$ cat src/brs_pkg.sv
`default_nettype none

package brs_pkg;

   parameter int DATA_LEN     = 32;
   parameter int ADDR_LEN     = 32;
   parameter int RRF_SEL      = 6;
   parameter int SPECTAG_LEN  = 5;  // One-hot
   parameter int ALU_OP_WIDTH = 4;
   parameter int OPCODE_LEN   = 7;

   parameter int DEF_ENT_NUM    = 4;
   parameter int DEF_NUM_RESULT = 3;

   // Static part of a branch entry, read out at issue
   typedef struct packed {
      logic [ADDR_LEN-1:0]     pc;
      logic [DATA_LEN-1:0]     imm;
      logic [RRF_SEL-1:0]      rrftag;
      logic                    dstval;
      logic [ALU_OP_WIDTH-1:0] alu_op;
      logic [SPECTAG_LEN-1:0]  spectag;
      logic [OPCODE_LEN-1:0]   opcode;
   } rs_payload_t;

   // Allocation word from dispatch
   typedef struct packed {
      rs_payload_t         payload;
      logic [DATA_LEN-1:0] src1;     // Rename tag in low bits if not valid
      logic [DATA_LEN-1:0] src2;
      logic                valid1;
      logic                valid2;
      logic                specbit;
   } rs_write_t;

   // One result bus from an execution unit
   typedef struct packed {
      logic [DATA_LEN-1:0] data;
      logic [RRF_SEL-1:0]  dst;
      logic                kill_spec;
   } result_t;

endpackage

`default_nettype wire

$ cat src/branch_rs.sv
`timescale 1ns/1ns
`default_nettype none

module branch_rs #(
   parameter int ENT_NUM    = brs_pkg::DEF_ENT_NUM,
   parameter int NUM_RESULT = brs_pkg::DEF_NUM_RESULT
) (
   input  logic                            clk,
   input  logic                            reset,
   // Allocation
   input  logic                            we1,
   input  logic                            we2,
   input  logic [$clog2(ENT_NUM)-1:0]      waddr1,
   input  logic [$clog2(ENT_NUM)-1:0]      waddr2,
   input  brs_pkg::rs_write_t              wdata1,
   input  brs_pkg::rs_write_t              wdata2,
   input  brs_pkg::result_t                result [NUM_RESULT],
   // Issue
   input  logic                            clearbusy,
   input  logic [$clog2(ENT_NUM)-1:0]      issueaddr,
   // Branch resolution
   input  logic                            prmiss,
   input  logic                            prsuccess,
   input  logic [brs_pkg::SPECTAG_LEN-1:0] prtag,
   input  logic [brs_pkg::SPECTAG_LEN-1:0] specfixtag,
   output logic [ENT_NUM-1:0]              busyvec,
   output logic [ENT_NUM-1:0]              prbusyvec_next,
   output logic [ENT_NUM-1:0]              ready,
   output logic [brs_pkg::DATA_LEN-1:0]    ex_src1,
   output logic [brs_pkg::DATA_LEN-1:0]    ex_src2,
   output brs_pkg::rs_payload_t            payload,
   output logic                            specbit
);

   import brs_pkg::*;

   localparam int ENT_SEL = $clog2(ENT_NUM);

   logic [DATA_LEN-1:0]    ent_src1    [ENT_NUM];
   logic [DATA_LEN-1:0]    ent_src2    [ENT_NUM];
   rs_payload_t            ent_payload [ENT_NUM];
   logic [SPECTAG_LEN-1:0] ent_spectag [ENT_NUM];

   for (genvar e = 0; e < ENT_NUM; e++) begin : g_ent
      logic      sel1;
      logic      sel2;
      rs_write_t wdata;

      // Port 1 wins the entry, else port 2 data is presented
      assign sel1  = we1 && (waddr1 == ENT_SEL'(e));
      assign sel2  = we2 && (waddr2 == ENT_SEL'(e));
      assign wdata = sel1 ? wdata1 : wdata2;

      brs_entry #(.NUM_RESULT(NUM_RESULT)) u_ent (
         .clk     (clk),
         .reset   (reset),
         .busy    (busyvec[e]),
         .we      (sel1 | sel2),
         .wdata   (wdata),
         .result  (result),
         .ex_src1 (ent_src1[e]),
         .ex_src2 (ent_src2[e]),
         .ready   (ready[e]),
         .payload (ent_payload[e])
      );

      assign ent_spectag[e] = ent_payload[e].spectag;
   end

   brs_status #(.ENT_NUM(ENT_NUM)) u_status (
      .clk            (clk),
      .reset          (reset),
      .we1            (we1),
      .we2            (we2),
      .waddr1         (waddr1),
      .waddr2         (waddr2),
      .wspecbit1      (wdata1.specbit),
      .wspecbit2      (wdata2.specbit),
      .clearbusy      (clearbusy),
      .issueaddr      (issueaddr),
      .prmiss         (prmiss),
      .prsuccess      (prsuccess),
      .prtag          (prtag),
      .specfixtag     (specfixtag),
      .ent_spectag    (ent_spectag),
      .busyvec        (busyvec),
      .prbusyvec_next (prbusyvec_next),
      .specbit        (specbit)
   );

   // Same-cycle readout of the issuing entry
   assign ex_src1 = ent_src1[issueaddr];
   assign ex_src2 = ent_src2[issueaddr];
   assign payload = ent_payload[issueaddr];

endmodule

`default_nettype wire

$ cat src/brs_entry.sv
`timescale 1ns/1ns
`default_nettype none

module brs_entry #(
   parameter int NUM_RESULT = brs_pkg::DEF_NUM_RESULT
) (
   input  logic                         clk,
   input  logic                         reset,
   input  logic                         busy,
   input  logic                         we,
   input  brs_pkg::rs_write_t           wdata,
   input  brs_pkg::result_t             result [NUM_RESULT],
   output logic [brs_pkg::DATA_LEN-1:0] ex_src1,
   output logic [brs_pkg::DATA_LEN-1:0] ex_src2,
   output logic                         ready,
   output brs_pkg::rs_payload_t         payload
);

   import brs_pkg::*;

   logic [DATA_LEN-1:0] src1;
   logic [DATA_LEN-1:0] src2;
   logic                valid1;
   logic                valid2;

   logic [DATA_LEN-1:0] src1_next;
   logic [DATA_LEN-1:0] src2_next;
   logic                valid1_next;
   logic                valid2_next;

   operand_wakeup #(.NUM_RESULT(NUM_RESULT)) u_wake1 (
      .opr      (src1),
      .opr_rdy  (valid1),
      .result   (result),
      .src      (src1_next),
      .resolved (valid1_next)
   );

   operand_wakeup #(.NUM_RESULT(NUM_RESULT)) u_wake2 (
      .opr      (src2),
      .opr_rdy  (valid2),
      .result   (result),
      .src      (src2_next),
      .resolved (valid2_next)
   );

   // Wakeup output equals the held value unless a bus hit this cycle
   assign ex_src1 = src1_next;
   assign ex_src2 = src2_next;
   assign ready   = busy & valid1 & valid2;

   always_ff @(posedge clk) begin
      if (reset) begin
         valid1 <= 1'b0;
         valid2 <= 1'b0;
      end else if (we) begin
         valid1 <= wdata.valid1;
         valid2 <= wdata.valid2;
      end else begin
         valid1 <= valid1_next;
         valid2 <= valid2_next;
      end
   end

   always_ff @(posedge clk) begin
      if (we) begin
         payload <= wdata.payload;
         src1    <= wdata.src1;
         src2    <= wdata.src2;
      end else begin
         src1 <= src1_next;  // Captures the woken value
         src2 <= src2_next;
      end
   end

endmodule

`default_nettype wire

$ cat src/brs_status.sv
`timescale 1ns/1ns
`default_nettype none

module brs_status #(
   parameter int ENT_NUM = brs_pkg::DEF_ENT_NUM
) (
   input  logic                            clk,
   input  logic                            reset,
   input  logic                            we1,
   input  logic                            we2,
   input  logic [$clog2(ENT_NUM)-1:0]      waddr1,
   input  logic [$clog2(ENT_NUM)-1:0]      waddr2,
   input  logic                            wspecbit1,
   input  logic                            wspecbit2,
   input  logic                            clearbusy,
   input  logic [$clog2(ENT_NUM)-1:0]      issueaddr,
   input  logic                            prmiss,
   input  logic                            prsuccess,
   input  logic [brs_pkg::SPECTAG_LEN-1:0] prtag,
   input  logic [brs_pkg::SPECTAG_LEN-1:0] specfixtag,
   input  logic [brs_pkg::SPECTAG_LEN-1:0] ent_spectag [ENT_NUM],
   output logic [ENT_NUM-1:0]              busyvec,
   output logic [ENT_NUM-1:0]              prbusyvec_next,
   output logic                            specbit
);

   logic [ENT_NUM-1:0] specbitvec;
   logic [ENT_NUM-1:0] specbitvec_next;
   logic [ENT_NUM-1:0] survive;    // Entry not on the mispredicted path
   logic [ENT_NUM-1:0] keep_spec;

   always_comb begin
      for (int i = 0; i < ENT_NUM; i++) begin
         survive[i]   = (ent_spectag[i] & specfixtag) == '0;
         keep_spec[i] = ent_spectag[i] != prtag;
      end
   end

   assign prbusyvec_next  = busyvec & survive;
   assign specbitvec_next = specbitvec & keep_spec;

   // Show the resolved bit in the success cycle itself
   assign specbit = prsuccess ? specbitvec_next[issueaddr] : specbitvec[issueaddr];

   // Upstream holds off allocation while prmiss or prsuccess is high
   always_ff @(posedge clk) begin
      if (reset) begin
         busyvec    <= '0;
         specbitvec <= '0;
      end else if (prmiss) begin
         busyvec    <= prbusyvec_next;
         specbitvec <= '0;
      end else if (prsuccess) begin
         specbitvec <= specbitvec_next;
         if (clearbusy) begin
            busyvec[issueaddr] <= 1'b0;
         end
      end else begin
         if (we1) begin
            busyvec[waddr1]    <= 1'b1;
            specbitvec[waddr1] <= wspecbit1;
         end
         if (we2) begin
            busyvec[waddr2]    <= 1'b1;
            specbitvec[waddr2] <= wspecbit2;
         end
         if (clearbusy) begin
            busyvec[issueaddr] <= 1'b0;
         end
      end
   end

endmodule

`default_nettype wire

$ cat src/operand_wakeup.sv
`timescale 1ns/1ns
`default_nettype none

module operand_wakeup #(
   parameter int NUM_RESULT = brs_pkg::DEF_NUM_RESULT
) (
   input  logic [brs_pkg::DATA_LEN-1:0] opr,
   input  logic                         opr_rdy,
   input  brs_pkg::result_t             result [NUM_RESULT],
   output logic [brs_pkg::DATA_LEN-1:0] src,
   output logic                         resolved
);

   import brs_pkg::*;

   logic [RRF_SEL-1:0] tag;

   assign tag = opr[RRF_SEL-1:0];

   // Buses carry distinct tags, so at most one hit per cycle
   always_comb begin
      src      = opr;
      resolved = opr_rdy;
      if (!opr_rdy) begin
         for (int i = 0; i < NUM_RESULT; i++) begin
            if (!result[i].kill_spec && (result[i].dst == tag)) begin
               src      = result[i].data;
               resolved = 1'b1;
            end
         end
      end
   end

endmodule

`default_nettype wire

$ cat config.mk
export PLATFORM = sky130hd
export DESIGN_NAME = branch_rs
export DESIGN_NICKNAME = d
export VERILOG_FILES = /design/src/brs_pkg.sv /design/src/branch_rs.sv /design/src/brs_entry.sv /design/src/brs_status.sv /design/src/operand_wakeup.sv
export SDC_FILE = /design/constraint.sdc
export NUM_CORES = 2
export LEC_CHECK = 0
export BUFFER_PORTS_ARGS = -buffer_cell sky130_fd_sc_hd__buf_4
export CAP_MARGIN = 20
export CORE_UTILIZATION = 43
export DETAILED_ROUTE_END_ITERATION = 10
export MAX_ROUTING_LAYER = met4
export PLACE_DENSITY = 0.65
export SLEW_MARGIN = 20
export SYNTH_ARGS = -nofsm -noshare
export SYNTH_HDL_FRONTEND = slang
export SYNTH_SLANG_ARGS = --single-unit
$ cat constraint.sdc
create_clock -name clk -period 4 [get_ports clk]
set_input_delay 0 -clock clk [delete_from_list [all_inputs] [get_ports clk]]
set_output_delay 0 -clock clk [all_outputs]
set_load 0.005 [all_outputs]
Word-level counts from Yosys, hierarchy flattened
Index checks and enable logic that the tools add are counted.
Operators by class
  equality and inequality tests: 35
  reductions and logical operators: 45
  $lt $le $gt $ge: 7
  multiplexer cells: 124
  bitwise logic cells: 24
Operator list (number)
  32-bit two-way mux: 44
  154-bit two-way mux: 4
  87-bit binary-select mux with 2-bit select: 1
  87-bit two-way mux: 2
  6-bit equality test: 24
  32-bit binary-select mux with 2-bit select: 2
  4-bit two-way mux: 18
  1-bit two-way mux: 46
  1-bit logical AND: 35
  5-bit bitwise AND: 4
  5-bit logical NOT: 4
  5-bit != test: 4
  4-bit bitwise AND: 4
  2-bit by 3-bit less-than comparator with 1-bit output, second input constant: 3
  1-bit bitwise AND: 8
  4-bit bitwise mux: 2
  2-bit equality test, second input constant: 4
  4-bit OR: 2
  1-bit demux with 2-bit select: 3
  2-bit by 1-bit >= comparator with 1-bit output, second input constant: 3
  1-bit binary-select mux with 2-bit select: 2
  2-bit by 1-bit equality test with 1-bit output, second input constant: 2
  2-bit logical NOT: 2
  4-bit NOT: 1
  other kinds (6): 11
Word-level totals
  bits in registers: 620
  output and inout port bits: 164
  input port bits: 448
  word-level logic and storage cells: 281

Depth between registers and ports, before layout
  depth after elaboration: 18
  gate-level depth with buffers: 10

By module
Synthesis repeated with hierarchy kept, for this count alone.
Second synthesis, totals
  cell total of the unflattened synthesis: 3367
  area, all modules: 44043.5 um^2
By module, submodules not included
  brs_entry: times used 4, cells each 229, sequential area each 3933.8 um^2, area each 4893.4 um^2
  operand_wakeup: times used 8, cells each 182, sequential area each 0.0 um^2, area each 1522.7 um^2
  branch_rs: times used 1, cells each 881, sequential area each 0.0 um^2, area each 11419.7 um^2
  brs_status: times used 1, cells each 114, sequential area each 160.2 um^2, area each 868.3 um^2

Least setup slack after synthesis
OpenSTA, ideal clock, no wires.
  path kind: input to register
  from: input waddr1[1]
  to: register g_ent[2].u_ent.payload[0] (netlist name), enable pin
  slack: 0.234 ns
  cell stages on the path: 5
  data required time: 3.515 ns
  buffers on the path: 3
  arrival time: 3.281 ns
  setup time: 0.485 ns
  cells stage by stage: clkbuf_1 -> nand3b_1 -> nand2_1 -> clkbuf_1 -> clkbuf_1
Between the ends
  word-level cells in the longest chain between the ends: 3
RTL lines
  start, declared: line branch_rs.sv:13  | input logic [$clog2(ENT_NUM)-1:0] waddr1,
  2-bit equality test: line branch_rs.sv:50  | assign sel1 = we1 && (waddr1 == ENT_SEL'(e));
  1-bit logical AND: line branch_rs.sv:50
  1-bit OR: line branch_rs.sv:58  | .we (sel1 | sel2),
  end signal, assigned: line brs_entry.sv:67  | payload <= wdata.payload;
  end, declared: line brs_entry.sv:16  | output brs_pkg::rs_payload_t payload
No other way between the ends.
A chain may end at the register's enable or synchronous reset.

Worst setup path in the final report
  from: register g_ent[2].u_ent.src1[0]
  to: output ex_src1[26] (netlist name)
Between the ends
  word-level cells in the longest chain between the ends: 9
  elaborated cells between the ends (all ways): 13
  classes of those cells: eq/ne (3); mux (7); reduce/logical (3)
RTL lines
  start, declared: line brs_entry.sv:21  | logic [DATA_LEN-1:0] src1;
  start signal, assigned: line brs_entry.sv:68  | src1 <= wdata.src1;
  start signal, assigned: line brs_entry.sv:71  | src1 <= src1_next;
  6-bit equality test: line operand_wakeup.sv:26  | if (!result[i].kill_spec && (result[i].dst == tag)) begin
  1-bit logical AND: line operand_wakeup.sv:26
  32-bit two-way mux (2 in series): line operand_wakeup.sv:26
  32-bit two-way mux *: line operand_wakeup.sv:26
  32-bit two-way mux *: line operand_wakeup.sv:24  | if (!opr_rdy) begin
  32-bit binary-select mux with 2-bit select *: line branch_rs.sv:92  | assign ex_src1 = ent_src1[issueaddr];
  32-bit two-way mux (implied by the code) * (2 in series): line branch_rs.sv:92
  end, declared: line branch_rs.sv:29  | output logic [brs_pkg::DATA_LEN-1:0] ex_src1,
Every way passes the cells marked *; elsewhere a longest branch is shown, timed or not. The select of a mux whose other input is x is not followed.

==> results.tsv <==
stage	metric	value	unit
routing	Detail Route Antenna Nets	0	
logic_synthesis	top-area cell type share of the netlist area	0.257	
routing	WL final	197	mm
logic_synthesis	post-synth top area cell	edfxtp_1	
global_routing	GRT Total Usage	0.405	
logic_synthesis	number of enable flip-flop cells after synthesis	348	
timing	fin. max-slew vios	0	
logic_synthesis	#FFs+latches synth	620	
logic_synthesis	syn nets	4910	
timing	Setup-failing EPs final	0	
global_routing	largest net degree at the start of global routing	159	
logic_synthesis	synth cell count leaders	nand2_1, clkbuf_1, a221oi_1	
clock_network	clock-pin slew on the worst setup and hold paths	60	ps
clock_network	clk root buf	clkbuf_16	
placement	placed insts	5890	
final_layout	final std cells w/o fill	6545	
setup_path	WP data required	4000	ps
logic_synthesis	Cells after Synth	4462	
die	die area	0.0959	mm2
logic_synthesis	Top FF cell, synth	edfxtp_1	
global_routing	first-pass GRT wire length	281	mm
die	I/O pin cnt	612	
run	Max Cap Viol	0	
logic_synthesis	Mean Syn Cell Area	9.12	um2
final_layout	footprint of the multi-input gates	0.0224	mm2
routing	# DRC	0	
routing	drt wl/cell	30.1	um
final_layout	layout cells sized above 1	0.230	
pwr	Switching Fraction	0.334	
pwr	Flop pwr share	0.382	
timing	Final Skew	25.3	ps
routing	DRC violation total after the first TritonRoute iteration	7151	
die	core area	0.0936	mm2
clock_network	TritonCTS clock tree	built	
global_routing	total gr overflow	0	
final_layout	nets	5648	
status	status	completed	
routing	detailed-route via count	45500	
clock_network	CTS Sinks	620	
final_layout	register area	0.0159	mm2
logic_synthesis	count leader, synth	nand2_1	
final_layout	fill count	8088	
setup_path	CP Class	register to output port	
hold_path	Worst Hold Class	input port to register	
setup_path	reg2reg start	g_ent[1].u_ent.src1[0]$_DFF_P_	
timing	Setup TNS Final	0	ps
logic_synthesis	asr flop ratio synth	0	
placement	Placer Congestion	1.01	
routing	Via-to-Cell Ratio	6.95	
setup_path	CP Launch Type	register	
final_layout	Layout area overhead	30.8	%
logic_synthesis	yosys warns	0	
pwr	Overall Power	0.0232	W
final_layout	final core utilization	0.569	
timing	Final Hold Viols	0	
setup_path	Arr. time, crit path	3960	ps
pwr	sw power	0.00776	W
logic_synthesis	synth unique cells	63	
global_routing	vias in the first global route	43800	
clock_network	clk_lat worst skew	660	ps
pwr	Power Density	436	mW/mm2
hold_path	min-delay src	result[14]	
setup_path	Setup crit start	g_ent[2].u_ent.src1[0]$_DFF_P_	
pwr	LEAKAGE	20.6	nW
die	die width	310	um
clock_network	total CTS buffers	75	
timing	Final period util	0.989	
timing	Max-slew headroom	0.188	
setup_path	critical path capture point type	output port	
timing	final worst path period need	3960	ps
logic_synthesis	Post-Syn Area	0.0407	mm2
clock_network	H-tree depth	3	
pwr	Clk pwr share	0.302	
die	Rows	112	
placement	post-DP HPWL	117	mm
routing	TritonRoute pass-1 iters	9	
clock_network	CTS max path bufs	3	
timing	RSZ-0062 raised after global routing	false	
pwr	Internal	0.0154	W
global_routing	initial antenna violation count	29	
logic_synthesis	sequential-to-total area share from yosys stat	0.390	
pwr	Gate power share	0.315	
pwr	Worst VDD drop	0.360	mV
die	Die Y	310	um
die	Starting Density	0.435	
timing	Tightest Pin Transition	1220	ps
timing	maximum clock rate	253	MHz
placement	Buffers on Ports	611	
logic_synthesis	Area contributors post-synth	edfxtp_1, dfxtp_1, nand2_1	
setup_path	Critical Path Fanout Max	22	
==> critical path, cell delays in order (launching register included) <==
cell,delay (ps)
dfxtp_1,570
xor2_1,240
nand4bb_1,170
or2_1,150
a31o_2,620
buf_4,360
a221oi_1,120
nor4_1,790
buf_4,240
==> kinds of logic after synthesis <==
group	after synthesis	synth area share
AO/OA/AOI/OAI	1540	0.287
AND/OR/NAND/NOR	1298	0.135
flip-flops	620	0.390
buffers and inverters	598	0.0638
multiplexers	242	0.0890
XOR/XNOR	164	0.0353
==> flip-flops by register name (all words and copies together) (netlist names) <==
signal	cells
g_ent.u_ent.payload	348
g_ent.u_ent.src1	128
g_ent.u_ent.src2	128
g_ent.u_ent.valid1	4
g_ent.u_ent.valid2	4
u_status.busyvec	4
u_status.specbitvec	4
==> timing repair <==
| action | in CTS | in global routing |
|---|---|---|
| hold buffers | 486 | 0 |
| buffers inserted | 0 | 0 |
| hold endpoints to repair | 620 | 0 |
| resized for setup | 0 | 5 |
| endpoints found under the setup margin | 0 | 8 |
==> routing by layer <==
metal  global-route usage  vias to the layer above  share of wire
met3                0.118                     1185           0.13
met4                0.267                        0          0.076
met5                    -                        -              0
li1                     -                    18600              -
met1                0.491                    21700           0.36
met2                0.583                     3957           0.43
==> cell usage in the layout (no fill, tap or decap), drive strengths merged, types with 12 or more instances in the layout <==
cell,count
nand2,1012
o21ai,377
o221ai,256
edfxtp,348
inv,42
nand3,20
buf,733
mux4,87
nand4,12
mux2i,66
nor4,77
mux2,89
dfxtp,272
nor2,45
clkbuf,97
xor2,97
a221oi,499
xnor2,67
nand2b,65
dlygate4sd3,486
a21oi,329
clkinv,23
diode,36
==> power groups by stage <==
stage	Sequential, W	Clock [W]	Combinational, W
2_1_floorplan	0.00851	0	0.00421
3_3_place_gp	0.00890	0	0.00626
3_5_place_dp	0.00894	0	0.00632
4_1_cts	0.00882	0.00703	0.00701
5_1_grt	0.00896	0.00725	0.00768
6_report	0.00887	0.00702	0.00732
==> path summary, 6_finish.rpt <==
path	to	slack (ps)	cells after the start
worst max-delay path	ex_src1[26]	40	8
worst min register to register	g_ent[2].u_ent.src2[24]$_DFF_P_	550	2
worst min-delay path	g_ent[2].u_ent.src2[7]$_DFF_P_	50	5
worst max register to register	g_ent[1].u_ent.src1[4]$_DFF_P_	390	8
==> through the flow <==
stage / worst slack [ps] / hold slack (ps) / area [um2]
floorplan: 234 / 66.7 / 40700
global placement: 873 / 228 / 45800
detailed placement: 916 / 233 / 45800
CTS: 209 / 0.0570 / 53100
global route: 17.6 / 76.1 / 53200
finish: 44.0 / 46.5 / 53300
==> final cells by class <==
type | count | area share
Timing Repair Buffer | 1219 | 0.201
Antenna cell | 36 | 0.00169
Sequential cell | 620 | 0.299
Tap cell | 1254 | 0.0295
Multi-Input combinational cell | 3245 | 0.421
Clock buffer | 97 | 0.0385
Inverter | 39 | 0.00275
Clock inverter | 35 | 0.00686
(Power assumes the default switching activity.)
